File: config.mk
export PLATFORM = sky130hd
export DESIGN_NAME = rename_dispatch_flat
export DESIGN_NICKNAME = d
export VERILOG_FILES = /design/src/hdl/ooo_pkg.sv /design/src/hdl/dispatch_if.sv /design/src/hdl/rename_dispatch.sv /design/src/flat_wrapper.sv
export SDC_FILE = /design/constraint.sdc
export NUM_CORES = 2
export LEC_CHECK = 0
export ABC_CLOCK_PERIOD_IN_PS = 5250
export BUFFER_PORTS_ARGS = -buffer_cell sky130_fd_sc_hd__buf_2
export CAP_MARGIN = 20
export CORE_MARGIN = 10
export CORE_UTILIZATION = 50
export DETAILED_ROUTE_END_ITERATION = 6
export GPL_TIMING_DRIVEN = 0
export PLACE_DENSITY_LB_ADDON = 0.25
export SYNTH_ARGS = -nofsm -noshare
export SYNTH_HDL_FRONTEND = slang
export SYNTH_SLANG_ARGS = --single-unit
File: constraint.sdc
create_clock -name clk -period 5.25 [get_ports clk]
set_clock_uncertainty 0.05 [all_clocks]
set_input_delay 0.2625 -clock clk [delete_from_list [all_inputs] [get_ports clk]]
set_output_delay 0.2625 -clock clk [all_outputs]
set_load 0.03 [all_outputs]
File: src/hdl/ooo_pkg.sv
`default_nettype none

package ooo_pkg;

    // Buffer depths
    localparam int ROB_ENTRIES = 8;
    localparam int RS_ENTRIES  = 4;

    typedef logic [31:0]                    word_t;
    typedef logic [4:0]                     reg_idx_t;
    typedef logic [$clog2(ROB_ENTRIES)-1:0] rob_tag_t;
    typedef logic [3:0]                     alu_op_t;

    // Encoded as {funct7[5], funct3}
    localparam alu_op_t ALU_ADD  = 4'b0000;
    localparam alu_op_t ALU_SLL  = 4'b0001;
    localparam alu_op_t ALU_SLT  = 4'b0010;
    localparam alu_op_t ALU_SLTU = 4'b0011;
    localparam alu_op_t ALU_XOR  = 4'b0100;
    localparam alu_op_t ALU_SRL  = 4'b0101;
    localparam alu_op_t ALU_OR   = 4'b0110;
    localparam alu_op_t ALU_AND  = 4'b0111;
    localparam alu_op_t ALU_SUB  = 4'b1000;
    localparam alu_op_t ALU_SRA  = 4'b1101;

    // RV32I integer result, shifts take the low 5 bits of b
    function automatic word_t alu_compute(
        input alu_op_t op,
        input word_t   a,
        input word_t   b
    );
        word_t res;
        case (op)
            ALU_ADD:  res = a + b;
            ALU_SUB:  res = a - b;
            ALU_SLL:  res = a << b[4:0];
            ALU_SLT:  res = {31'b0, $signed(a) < $signed(b)};
            ALU_SLTU: res = {31'b0, a < b};
            ALU_XOR:  res = a ^ b;
            ALU_SRL:  res = a >> b[4:0];
            ALU_SRA:  res = word_t'($signed(a) >>> b[4:0]);
            ALU_OR:   res = a | b;
            ALU_AND:  res = a & b;
            default:  res = '0;
        endcase
        return res;
    endfunction

endpackage : ooo_pkg

`default_nettype wire

File: src/hdl/dispatch_if.sv
`timescale 1ns/1ns
`default_nettype none

// One renamed operation on its way to the station and the ROB
interface dispatch_if;
    import ooo_pkg::*;

    logic     valid;
    alu_op_t  op;
    reg_idx_t rd;
    rob_tag_t tag;

    // Ready flag set means v holds the operand, else q names the producer
    word_t    vj;
    rob_tag_t qj;
    logic     rj;
    word_t    vk;
    rob_tag_t qk;
    logic     rk;

    modport src (output valid, op, rd, tag, vj, qj, rj, vk, qk, rk);
    modport rs  (input valid, op, tag, vj, qj, rj, vk, qk, rk);
    modport rob (input valid, rd, tag);

endinterface : dispatch_if

`default_nettype wire

File: src/hdl/rename_dispatch.sv
`timescale 1ns/1ns
`default_nettype none

module rename_dispatch (
    input  logic              clk,
    input  logic              rst_n_i,
    input  logic              issue_valid_i,
    input  ooo_pkg::alu_op_t  issue_op_i,
    input  ooo_pkg::reg_idx_t issue_rd_i,
    input  ooo_pkg::reg_idx_t issue_rs1_i,
    input  ooo_pkg::reg_idx_t issue_rs2_i,
    input  ooo_pkg::word_t    issue_imm_i,
    input  logic              issue_use_imm_i,
    input  logic              rob_full_i,
    input  logic              rs_full_i,
    input  ooo_pkg::rob_tag_t alloc_tag_i,
    output ooo_pkg::rob_tag_t lookup1_tag_o,
    output ooo_pkg::rob_tag_t lookup2_tag_o,
    input  logic              lookup1_done_i,
    input  logic              lookup2_done_i,
    input  ooo_pkg::word_t    lookup1_value_i,
    input  ooo_pkg::word_t    lookup2_value_i,
    input  logic              cdb_valid_i,
    input  ooo_pkg::rob_tag_t cdb_tag_i,
    input  ooo_pkg::word_t    cdb_value_i,
    input  logic              commit_valid_i,
    input  ooo_pkg::rob_tag_t commit_tag_i,
    input  ooo_pkg::reg_idx_t commit_rd_i,
    input  ooo_pkg::word_t    commit_value_i,
    output logic              full_o,
    dispatch_if.src           disp
);
    import ooo_pkg::*;

    // Architectural registers with their rename state
    word_t    regs_q [32];
    logic     busy_q [32];
    rob_tag_t pend_q [32];

    logic     accept;
    logic     rename_rd;
    word_t    vj;
    word_t    vk;
    rob_tag_t qj;
    rob_tag_t qk;
    logic     rj;
    logic     rk;

    // Register file first, then finished ROB entry, then live CDB
    function automatic void resolve(
        input  logic     busy,
        input  word_t    reg_val,
        input  rob_tag_t pend,
        input  logic     rob_done,
        input  word_t    rob_val,
        input  logic     cdb_valid,
        input  rob_tag_t cdb_tag,
        input  word_t    cdb_value,
        output word_t    v,
        output rob_tag_t q,
        output logic     r
    );
        v = reg_val;
        q = pend;
        r = 1'b1;
        if (busy) begin
            if (rob_done) begin
                v = rob_val;
            end else if (cdb_valid && cdb_tag == pend) begin
                v = cdb_value;
            end else begin
                r = 1'b0;
            end
        end
    endfunction

    assign full_o    = rob_full_i | rs_full_i;
    assign accept    = issue_valid_i && !full_o;
    // x0 never gets a tag
    assign rename_rd = accept && (issue_rd_i != '0);

    assign lookup1_tag_o = pend_q[issue_rs1_i];
    assign lookup2_tag_o = pend_q[issue_rs2_i];

    always_comb begin
        resolve(busy_q[issue_rs1_i], regs_q[issue_rs1_i], pend_q[issue_rs1_i],
                lookup1_done_i, lookup1_value_i, cdb_valid_i, cdb_tag_i, cdb_value_i,
                vj, qj, rj);
        resolve(busy_q[issue_rs2_i], regs_q[issue_rs2_i], pend_q[issue_rs2_i],
                lookup2_done_i, lookup2_value_i, cdb_valid_i, cdb_tag_i, cdb_value_i,
                vk, qk, rk);
        if (issue_use_imm_i) begin
            vk = issue_imm_i;
            qk = '0;
            rk = 1'b1;
        end
    end

    always_ff @(posedge clk) begin
        if (!rst_n_i) begin
            for (int i = 0; i < 32; i++) begin
                regs_q[i] <= '0;
                busy_q[i] <= 1'b0;
                pend_q[i] <= '0;
            end
        end else begin
            if (commit_valid_i && commit_rd_i != '0) begin
                regs_q[commit_rd_i] <= commit_value_i;
                // Only the newest producer releases the register
                if (pend_q[commit_rd_i] == commit_tag_i) begin
                    busy_q[commit_rd_i] <= 1'b0;
                end
            end
            // Placed last so a rename in the same cycle wins
            if (rename_rd) begin
                busy_q[issue_rd_i] <= 1'b1;
                pend_q[issue_rd_i] <= alloc_tag_i;
            end
        end
    end

    always_ff @(posedge clk) begin
        if (!rst_n_i) begin
            disp.valid <= 1'b0;
        end else begin
            disp.valid <= accept;
        end
    end

    always_ff @(posedge clk) begin
        if (accept) begin
            disp.op  <= issue_op_i;
            disp.rd  <= issue_rd_i;
            disp.tag <= alloc_tag_i;
            disp.vj  <= vj;
            disp.qj  <= qj;
            disp.rj  <= rj;
            disp.vk  <= vk;
            disp.qk  <= qk;
            disp.rk  <= rk;
        end
    end

endmodule : rename_dispatch

`default_nettype wire

File: src/flat_wrapper.sv
// flat-port wrapper written by rule: the top's interface ports become plain ports
module rename_dispatch_flat import ooo_pkg::*;
  (clk, rst_n_i, issue_valid_i, issue_op_i, issue_rd_i, issue_rs1_i, issue_rs2_i, issue_imm_i, issue_use_imm_i, rob_full_i, rs_full_i, alloc_tag_i, lookup1_tag_o, lookup2_tag_o, lookup1_done_i, lookup2_done_i, lookup1_value_i, lookup2_value_i, cdb_valid_i, cdb_tag_i, cdb_value_i, commit_valid_i, commit_tag_i, commit_rd_i, commit_value_i, full_o, disp_valid, disp_op, disp_rd, disp_tag, disp_vj, disp_qj, disp_rj, disp_vk, disp_qk, disp_rk);
  dispatch_if disp_i ();
  input  logic clk;
  input  logic rst_n_i;
  input  logic issue_valid_i;
  input  ooo_pkg::alu_op_t issue_op_i;
  input  ooo_pkg::reg_idx_t issue_rd_i;
  input  ooo_pkg::reg_idx_t issue_rs1_i;
  input  ooo_pkg::reg_idx_t issue_rs2_i;
  input  ooo_pkg::word_t issue_imm_i;
  input  logic issue_use_imm_i;
  input  logic rob_full_i;
  input  logic rs_full_i;
  input  ooo_pkg::rob_tag_t alloc_tag_i;
  output ooo_pkg::rob_tag_t lookup1_tag_o;
  output ooo_pkg::rob_tag_t lookup2_tag_o;
  input  logic lookup1_done_i;
  input  logic lookup2_done_i;
  input  ooo_pkg::word_t lookup1_value_i;
  input  ooo_pkg::word_t lookup2_value_i;
  input  logic cdb_valid_i;
  input  ooo_pkg::rob_tag_t cdb_tag_i;
  input  ooo_pkg::word_t cdb_value_i;
  input  logic commit_valid_i;
  input  ooo_pkg::rob_tag_t commit_tag_i;
  input  ooo_pkg::reg_idx_t commit_rd_i;
  input  ooo_pkg::word_t commit_value_i;
  output logic full_o;
  output wire logic [$bits(disp_i.valid)-1:0] disp_valid;
  output wire logic [$bits(disp_i.op)-1:0] disp_op;
  output wire logic [$bits(disp_i.rd)-1:0] disp_rd;
  output wire logic [$bits(disp_i.tag)-1:0] disp_tag;
  output wire logic [$bits(disp_i.vj)-1:0] disp_vj;
  output wire logic [$bits(disp_i.qj)-1:0] disp_qj;
  output wire logic [$bits(disp_i.rj)-1:0] disp_rj;
  output wire logic [$bits(disp_i.vk)-1:0] disp_vk;
  output wire logic [$bits(disp_i.qk)-1:0] disp_qk;
  output wire logic [$bits(disp_i.rk)-1:0] disp_rk;
  assign disp_valid = disp_i.valid;
  assign disp_op = disp_i.op;
  assign disp_rd = disp_i.rd;
  assign disp_tag = disp_i.tag;
  assign disp_vj = disp_i.vj;
  assign disp_qj = disp_i.qj;
  assign disp_rj = disp_i.rj;
  assign disp_vk = disp_i.vk;
  assign disp_qk = disp_i.qk;
  assign disp_rk = disp_i.rk;
  rename_dispatch u_core (.clk(clk), .rst_n_i(rst_n_i), .issue_valid_i(issue_valid_i), .issue_op_i(issue_op_i), .issue_rd_i(issue_rd_i), .issue_rs1_i(issue_rs1_i), .issue_rs2_i(issue_rs2_i), .issue_imm_i(issue_imm_i), .issue_use_imm_i(issue_use_imm_i), .rob_full_i(rob_full_i), .rs_full_i(rs_full_i), .alloc_tag_i(alloc_tag_i), .lookup1_tag_o(lookup1_tag_o), .lookup2_tag_o(lookup2_tag_o), .lookup1_done_i(lookup1_done_i), .lookup2_done_i(lookup2_done_i), .lookup1_value_i(lookup1_value_i), .lookup2_value_i(lookup2_value_i), .cdb_valid_i(cdb_valid_i), .cdb_tag_i(cdb_tag_i), .cdb_value_i(cdb_value_i), .commit_valid_i(commit_valid_i), .commit_tag_i(commit_tag_i), .commit_rd_i(commit_rd_i), .commit_value_i(commit_value_i), .full_o(full_o), .disp(disp_i));
endmodule
; Word level (Yosys, flattened, before mapping)
; Memories as Yosys holds them, arrays and structs flattened.
; Cells that the tools add are included.
[classes]
muxes = 32
eq_ne = 3
n_bitwise = 3
reduce_logical = 14
[op_table]
columns = cell, n
row1 = 32-bit 2-to-1 mux, 8
row2 = 32-bit OR reduction, 1
row3 = 5-bit 2-to-1 mux, 4
row4 = 1-bit 2-to-1 mux, 19
row5 = 5-bit nonzero test, 2
row6 = 3-bit equality test, 3
row7 = 3-bit OR reduction, 2
row8 = 1-bit logical AND, 5
row9 = 3-bit 2-to-1 mux, 1
row10 = 1-bit NOT, 2
row11 = 1-bit OR reduction, 2
row12 = 2-bit OR reduction, 1
row13 = 1-bit zero test, 1
row14 = 1-bit bitwise OR, 1
[totals]
input_bits = 203
ramBits = 1152
word_cells = 65
out_inout_bits = 92
reg_bits = 85
mem_count = 3
[memory_table]
columns = name, depth, word_bits, read_ports, rd_clocked_by_memory_dff, wr, line
row1 = u_core.regs_q, 32, 32, 2, 0, 32, rename_dispatch.sv:36  ; word_t regs_q [32];
row2 = u_core.pend_q, 32, 3, 3, 0, 32, rename_dispatch.sv:38  ; rob_tag_t pend_q [32];
row3 = u_core.busy_q, 32, 1, 2, 0, 32, rename_dispatch.sv:37  ; logic busy_q [32];

; Logic depth before layout (Yosys ltp)
[logic_depth]
ltp_word = 9
mapped_depth = 13
ltp_nobuf = 7

; Least setup slack after synthesis
; OpenSTA, ideal clock, no wires.
[synth_path]
path_type = input to register
from = input commit_rd_i[0]
to = memory u_core.regs_q[14][0] (netlist bit) (enable)
cell_stages = 8
arrival_ns = 3.920
path_buffers = 4
path_slack_ns = 0.814
path_cell_list = buf_4 > buf_4 > or2_2 > clkbuf_1 > o21bai_1 > or2_2 > clkbuf_1 > o21ai_0
[synth_rtl]
columns = element, line
row1 = start: declaration, flat_wrapper.sv:28  ; input ooo_pkg::reg_idx_t commit_rd_i;
row2 = end: declaration, rename_dispatch.sv:36

; Worst setup path in the final report
[layout_path]
from = input issue_rs2_i[1]
to = register u_core.disp.vk[20] (data pin)
[layout_via]
elab_chain_cells = 7
word_cells_on_any_way = 9
[layout_rtl]
columns = element, line
row1 = start: declaration, flat_wrapper.sv:11  ; input ooo_pkg::reg_idx_t issue_rs2_i;
row2 = memory read 32 x 3 bit, -
row3 = 3-bit equality test, rename_dispatch.sv:69  ; end else if (cdb_valid && cdb_tag == pend) begin
row4 = 1-bit logical AND, rename_dispatch.sv:69
row5 = 32-bit 2-to-1 mux, rename_dispatch.sv:69
row6 = 32-bit 2-to-1 mux, rename_dispatch.sv:67  ; if (rob_done) begin
row7 = 32-bit 2-to-1 mux (*), rename_dispatch.sv:66  ; if (busy) begin
row8 = 32-bit 2-to-1 mux (*), rename_dispatch.sv:92  ; if (issue_use_imm_i) begin
row9 = via u_core.vk[20], rename_dispatch.sv:43  ; word_t vk;
row10 = end: declaration, dispatch_if.sv:21  ; modport src (output valid, op, rd, tag, vj, qj, rj, vk, qk, rk);
; The timed path passes the listed nets; every way through them passes the cells marked *.
; A chain may end at the register's enable or synchronous reset.

==> results.json <==
{
  "outcome": "complete, no violations",
  "clk_latency_ns": 0.81,
  "drt_iter0_drc": 6816,
  "grt_max_degree": 50,
  "h-tree-depth": 4,
  "via_count": 45900,
  "crit_buf_inv": 8,
  "worst_slew_pin_slew_ns": 1.22,
  "synthMostInstantiatedCell": "edfxtp_1",
  "crit_path_end_kind": "register",
  "design_area_um2": 78200,
  "cp_slowest_cell": "mux2i_1",
  "start_util_pct": 50.3,
  "routedWlPerCell_um": 36.0,
  "grt_pass1_wl_um": 342000,
  "slowest_delay_ns": 0.65,
  "internal_power_uw": 18100,
  "clockBufferDepth": 3,
  "cp_cell_sequence": "buf_2 -> buf_4 -> buf_4 -> buf_2 -> buf_2 -> buf_2 -> mux4_2 -> mux4_2 -> mux2i_1 -> a211oi_1 -> a21oi_1 -> dlygate4sd3_1 -> o21ai_1 -> dlygate4sd3_1",
  "p_clk_share_pct": 37.4,
  "register_area_um2": 36800,
  "yosysTopAreaCellShare_pct": 53.9,
  "power.density_nw_per_um2": 315,
  "switching_share_pct": 26.6,
  "finalHoldViolCount": 0,
  "synth_area_leaders": "edfxtp_1, mux4_2, and2_1, clkbuf_1, dfxtp_1",
  "drv_slew": 0,
  "start_kind": "input pin",
  "yosysSeqAreaShare_pct": 54.9,
  "crit_type": "input pin to register",
  "synth_area_um2": 67100,
  "dr.pass1.iters": 6,
  "combPwrFrac_pct": 15.4,
  "die_w_um": 386,
  "dieArea_um2": 149000,
  "numClockSinks": 1237,
  "leakagePower_uw": 0.0274,
  "fin_crit_ns": 5.22,
  "grt_antenna_before_repair": 21,
  "met2WireLength_um": 115000,
  "setup_viol": 0,
  "n_fill_cell": 10300,
  "track_usage_pct": 32.8,
  "die_h_um": 386,
  "met3_length_um": 33900,
  "ys_async_sr_fraction_pct": 0,
  "seqPwrFrac_pct": 47.3,
  "place_area_um2": 72300,
  "dp_hpwl_um": 189000,
  "core_area_um2": 133000,
  "slew_headroom_pct": 18.9,
  "wl_um": 247000,
  "ys_top_cells_by_count": "edfxtp_1, and2_1, mux4_2, clkbuf_1, nand2_1",
  "cap_violations": 0,
  "yosysWarningCount": 0,
  "cp.arrival_ns": 5.69,
  "overflow": 0,
  "hold_class": "input pin to register",
  "peakVddDrop_mv": 0.282,
  "row_count": 134,
  "pin_count": 295,
  "cts_setup_buffers": 0,
  "root_buffer": "clkbuf_16",
  "path_delay_family": "buffers and inverters",
  "portBuffers": 283,
  "gp_congestion": 1.01,
  "switchingPower_uw": 6530,
  "top_layer": "met5",
  "drc": 0,
  "grt_pass1_vias": 46000,
  "synth_edf_count": 1204,
  "power_uw": 24600,
  "tritoncts": "built",
  "avgSynthCellArea_um2": 15.5,
  "drtAntennaViolNets": 0,
  "required_ns": 5.73,
  "synth_top_area_cell": "edfxtp_1",
  "max_freq_mhz": 192,
  "multi_input_area_um2": 28500,
  "area_delta_synth_final_pct": 16.6,
  "ys.flop_type": "edfxtp_1",
  "cts.clk_slew.worst_paths_ns": 0.06,
  "rsz0062_at_grt": "false",
  "layout-drive-gt1-share_pct": 28.8,
  "final_nets": 5196,
  "synth_cells": 4317,
  "vias_per_cell": 6.68,
  "cpMostUsedCell": "buf_2",
  "ys_ff_latch": 1237,
  "ys_types": 62,
  "cts_inserted_buffers": 135,
  "crit_fanout": 10,
  "period_share_pct": 99.3,
  "wl_met1_um": 85300
}
[cell families after synthesis]
logic type | share of synthesized area [%]
muxes | 25.7
DFF | 54.9
and+or+nand+nor | 11.9
AOI/OAI and AO/OA | 4.17
other | 0.00559
buffers and inverters | 3.33
xor gates and xnor gates | 0.0783
[final timing paths]
| check | from | endpoint | slack, ns | depth (start not counted) |
|---|---|---|---|---|
| worst max-delay path | issue_rs2_i[1] | u_core.disp.vk[20] | 0.03 | 14 |
| worst min-delay path | issue_valid_i | u_core.disp.vk[11] | 0.05 | 2 |
| worst max register to register | u_core.busy_q[13] | u_core.disp.vk[27] | 0.66 | 9 |
| worst min register to register | u_core.busy_q[0] | u_core.busy_q[0] | 0.44 | 1 |
[flip-flops by register name, summed over array words and instances (netlist names), 3 cells and up]
| register | count |
|---|---|
| u_core.busy_q | 32 |
| u_core.disp.op | 4 |
| u_core.disp.qj | 3 |
| u_core.pend_q | 96 |
| u_core.disp.qk | 3 |
| u_core.disp.vj | 32 |
| u_core.disp.tag | 3 |
| u_core.disp.vk | 32 |
| u_core.disp.rd | 5 |
| u_core.regs_q | 1024 |
[final cells by class]
type | count | area share, %
sequential | 1237 | 47.1
multi-input combinational | 2586 | 36.4
timing repair buffer | 505 | 5.49
clock buffer | 170 | 4.65
tap | 1768 | 2.83
buffer | 485 | 2.66
clock inverter | 71 | 0.634
inverter | 43 | 0.206
antenna | 6 | 0.0192
[through the flow]
stage	setup TNS, ns	std cells	setup slack, ns	hold WS, ns	util, %
6_report	0	6871	0.0350	0.0450	58.7
5_1_grt	0	6866	0.0256	0.0357	58.7
4_1_cts	0	6856	0.0305	0.0149	58.6
3_5_place_dp	-0.320	6455	-0.165	0.395	54.3
3_3_place_gp	-2780.11	6402	-3.45	0.391	53.1
2_1_floorplan	0	4351	0.814	0.311	-
[power groups by stage]
stage | combinational [µW] | sequential (µW) | clock (µW)
final | 3780 | 11600 | 9190
after CTS | 3670 | 11600 | 9180
after floorplan | 2000 | 11800 | 0
after global routing | 3880 | 11700 | 9550
after detailed placement | 3500 | 11800 | 0
after global placement | 3330 | 11800 | 0
[layout by cell type, fill, tap and decap left out, drive strengths merged, types with 32 or more instances in the layout]
cell / Yosys / layout
edfxtp: 1204 / 1204
and2: 1000 / 1000
o21ai: 70 / 70
conb: 1 / 35
a21boi: 32 / 32
nand2: 110 / 110
nor2: 51 / 51
buf: 139 / 483
o22ai: 35 / 35
mux4: 722 / 722
inv: 43 / 48
mux2: 43 / 43
a311oi: 33 / 33
clkbuf: 346 / 516
and3: 95 / 95
clkinv: 0 / 57
a21oi: 64 / 64
dlygate4sd3: 0 / 161
a211oi: 67 / 67
mux2i: 46 / 46
dfxtp: 33 / 33
o31ai: 34 / 34
[timing repair]
action	4_1_cts	5_1_grt
endpoints found under the hold margin	110	1
endpoints found under the setup margin	0	2
hold buffers	160	1
resized for setup	0	7
[routing by layer]
metal,track usage (%),vias up
met4,15.0,12
met2,51.8,3366
met1,40.7,23500
met5,0,-
li1,-,18300
met3,11.5,712
(Power assumes the default switching activity.)
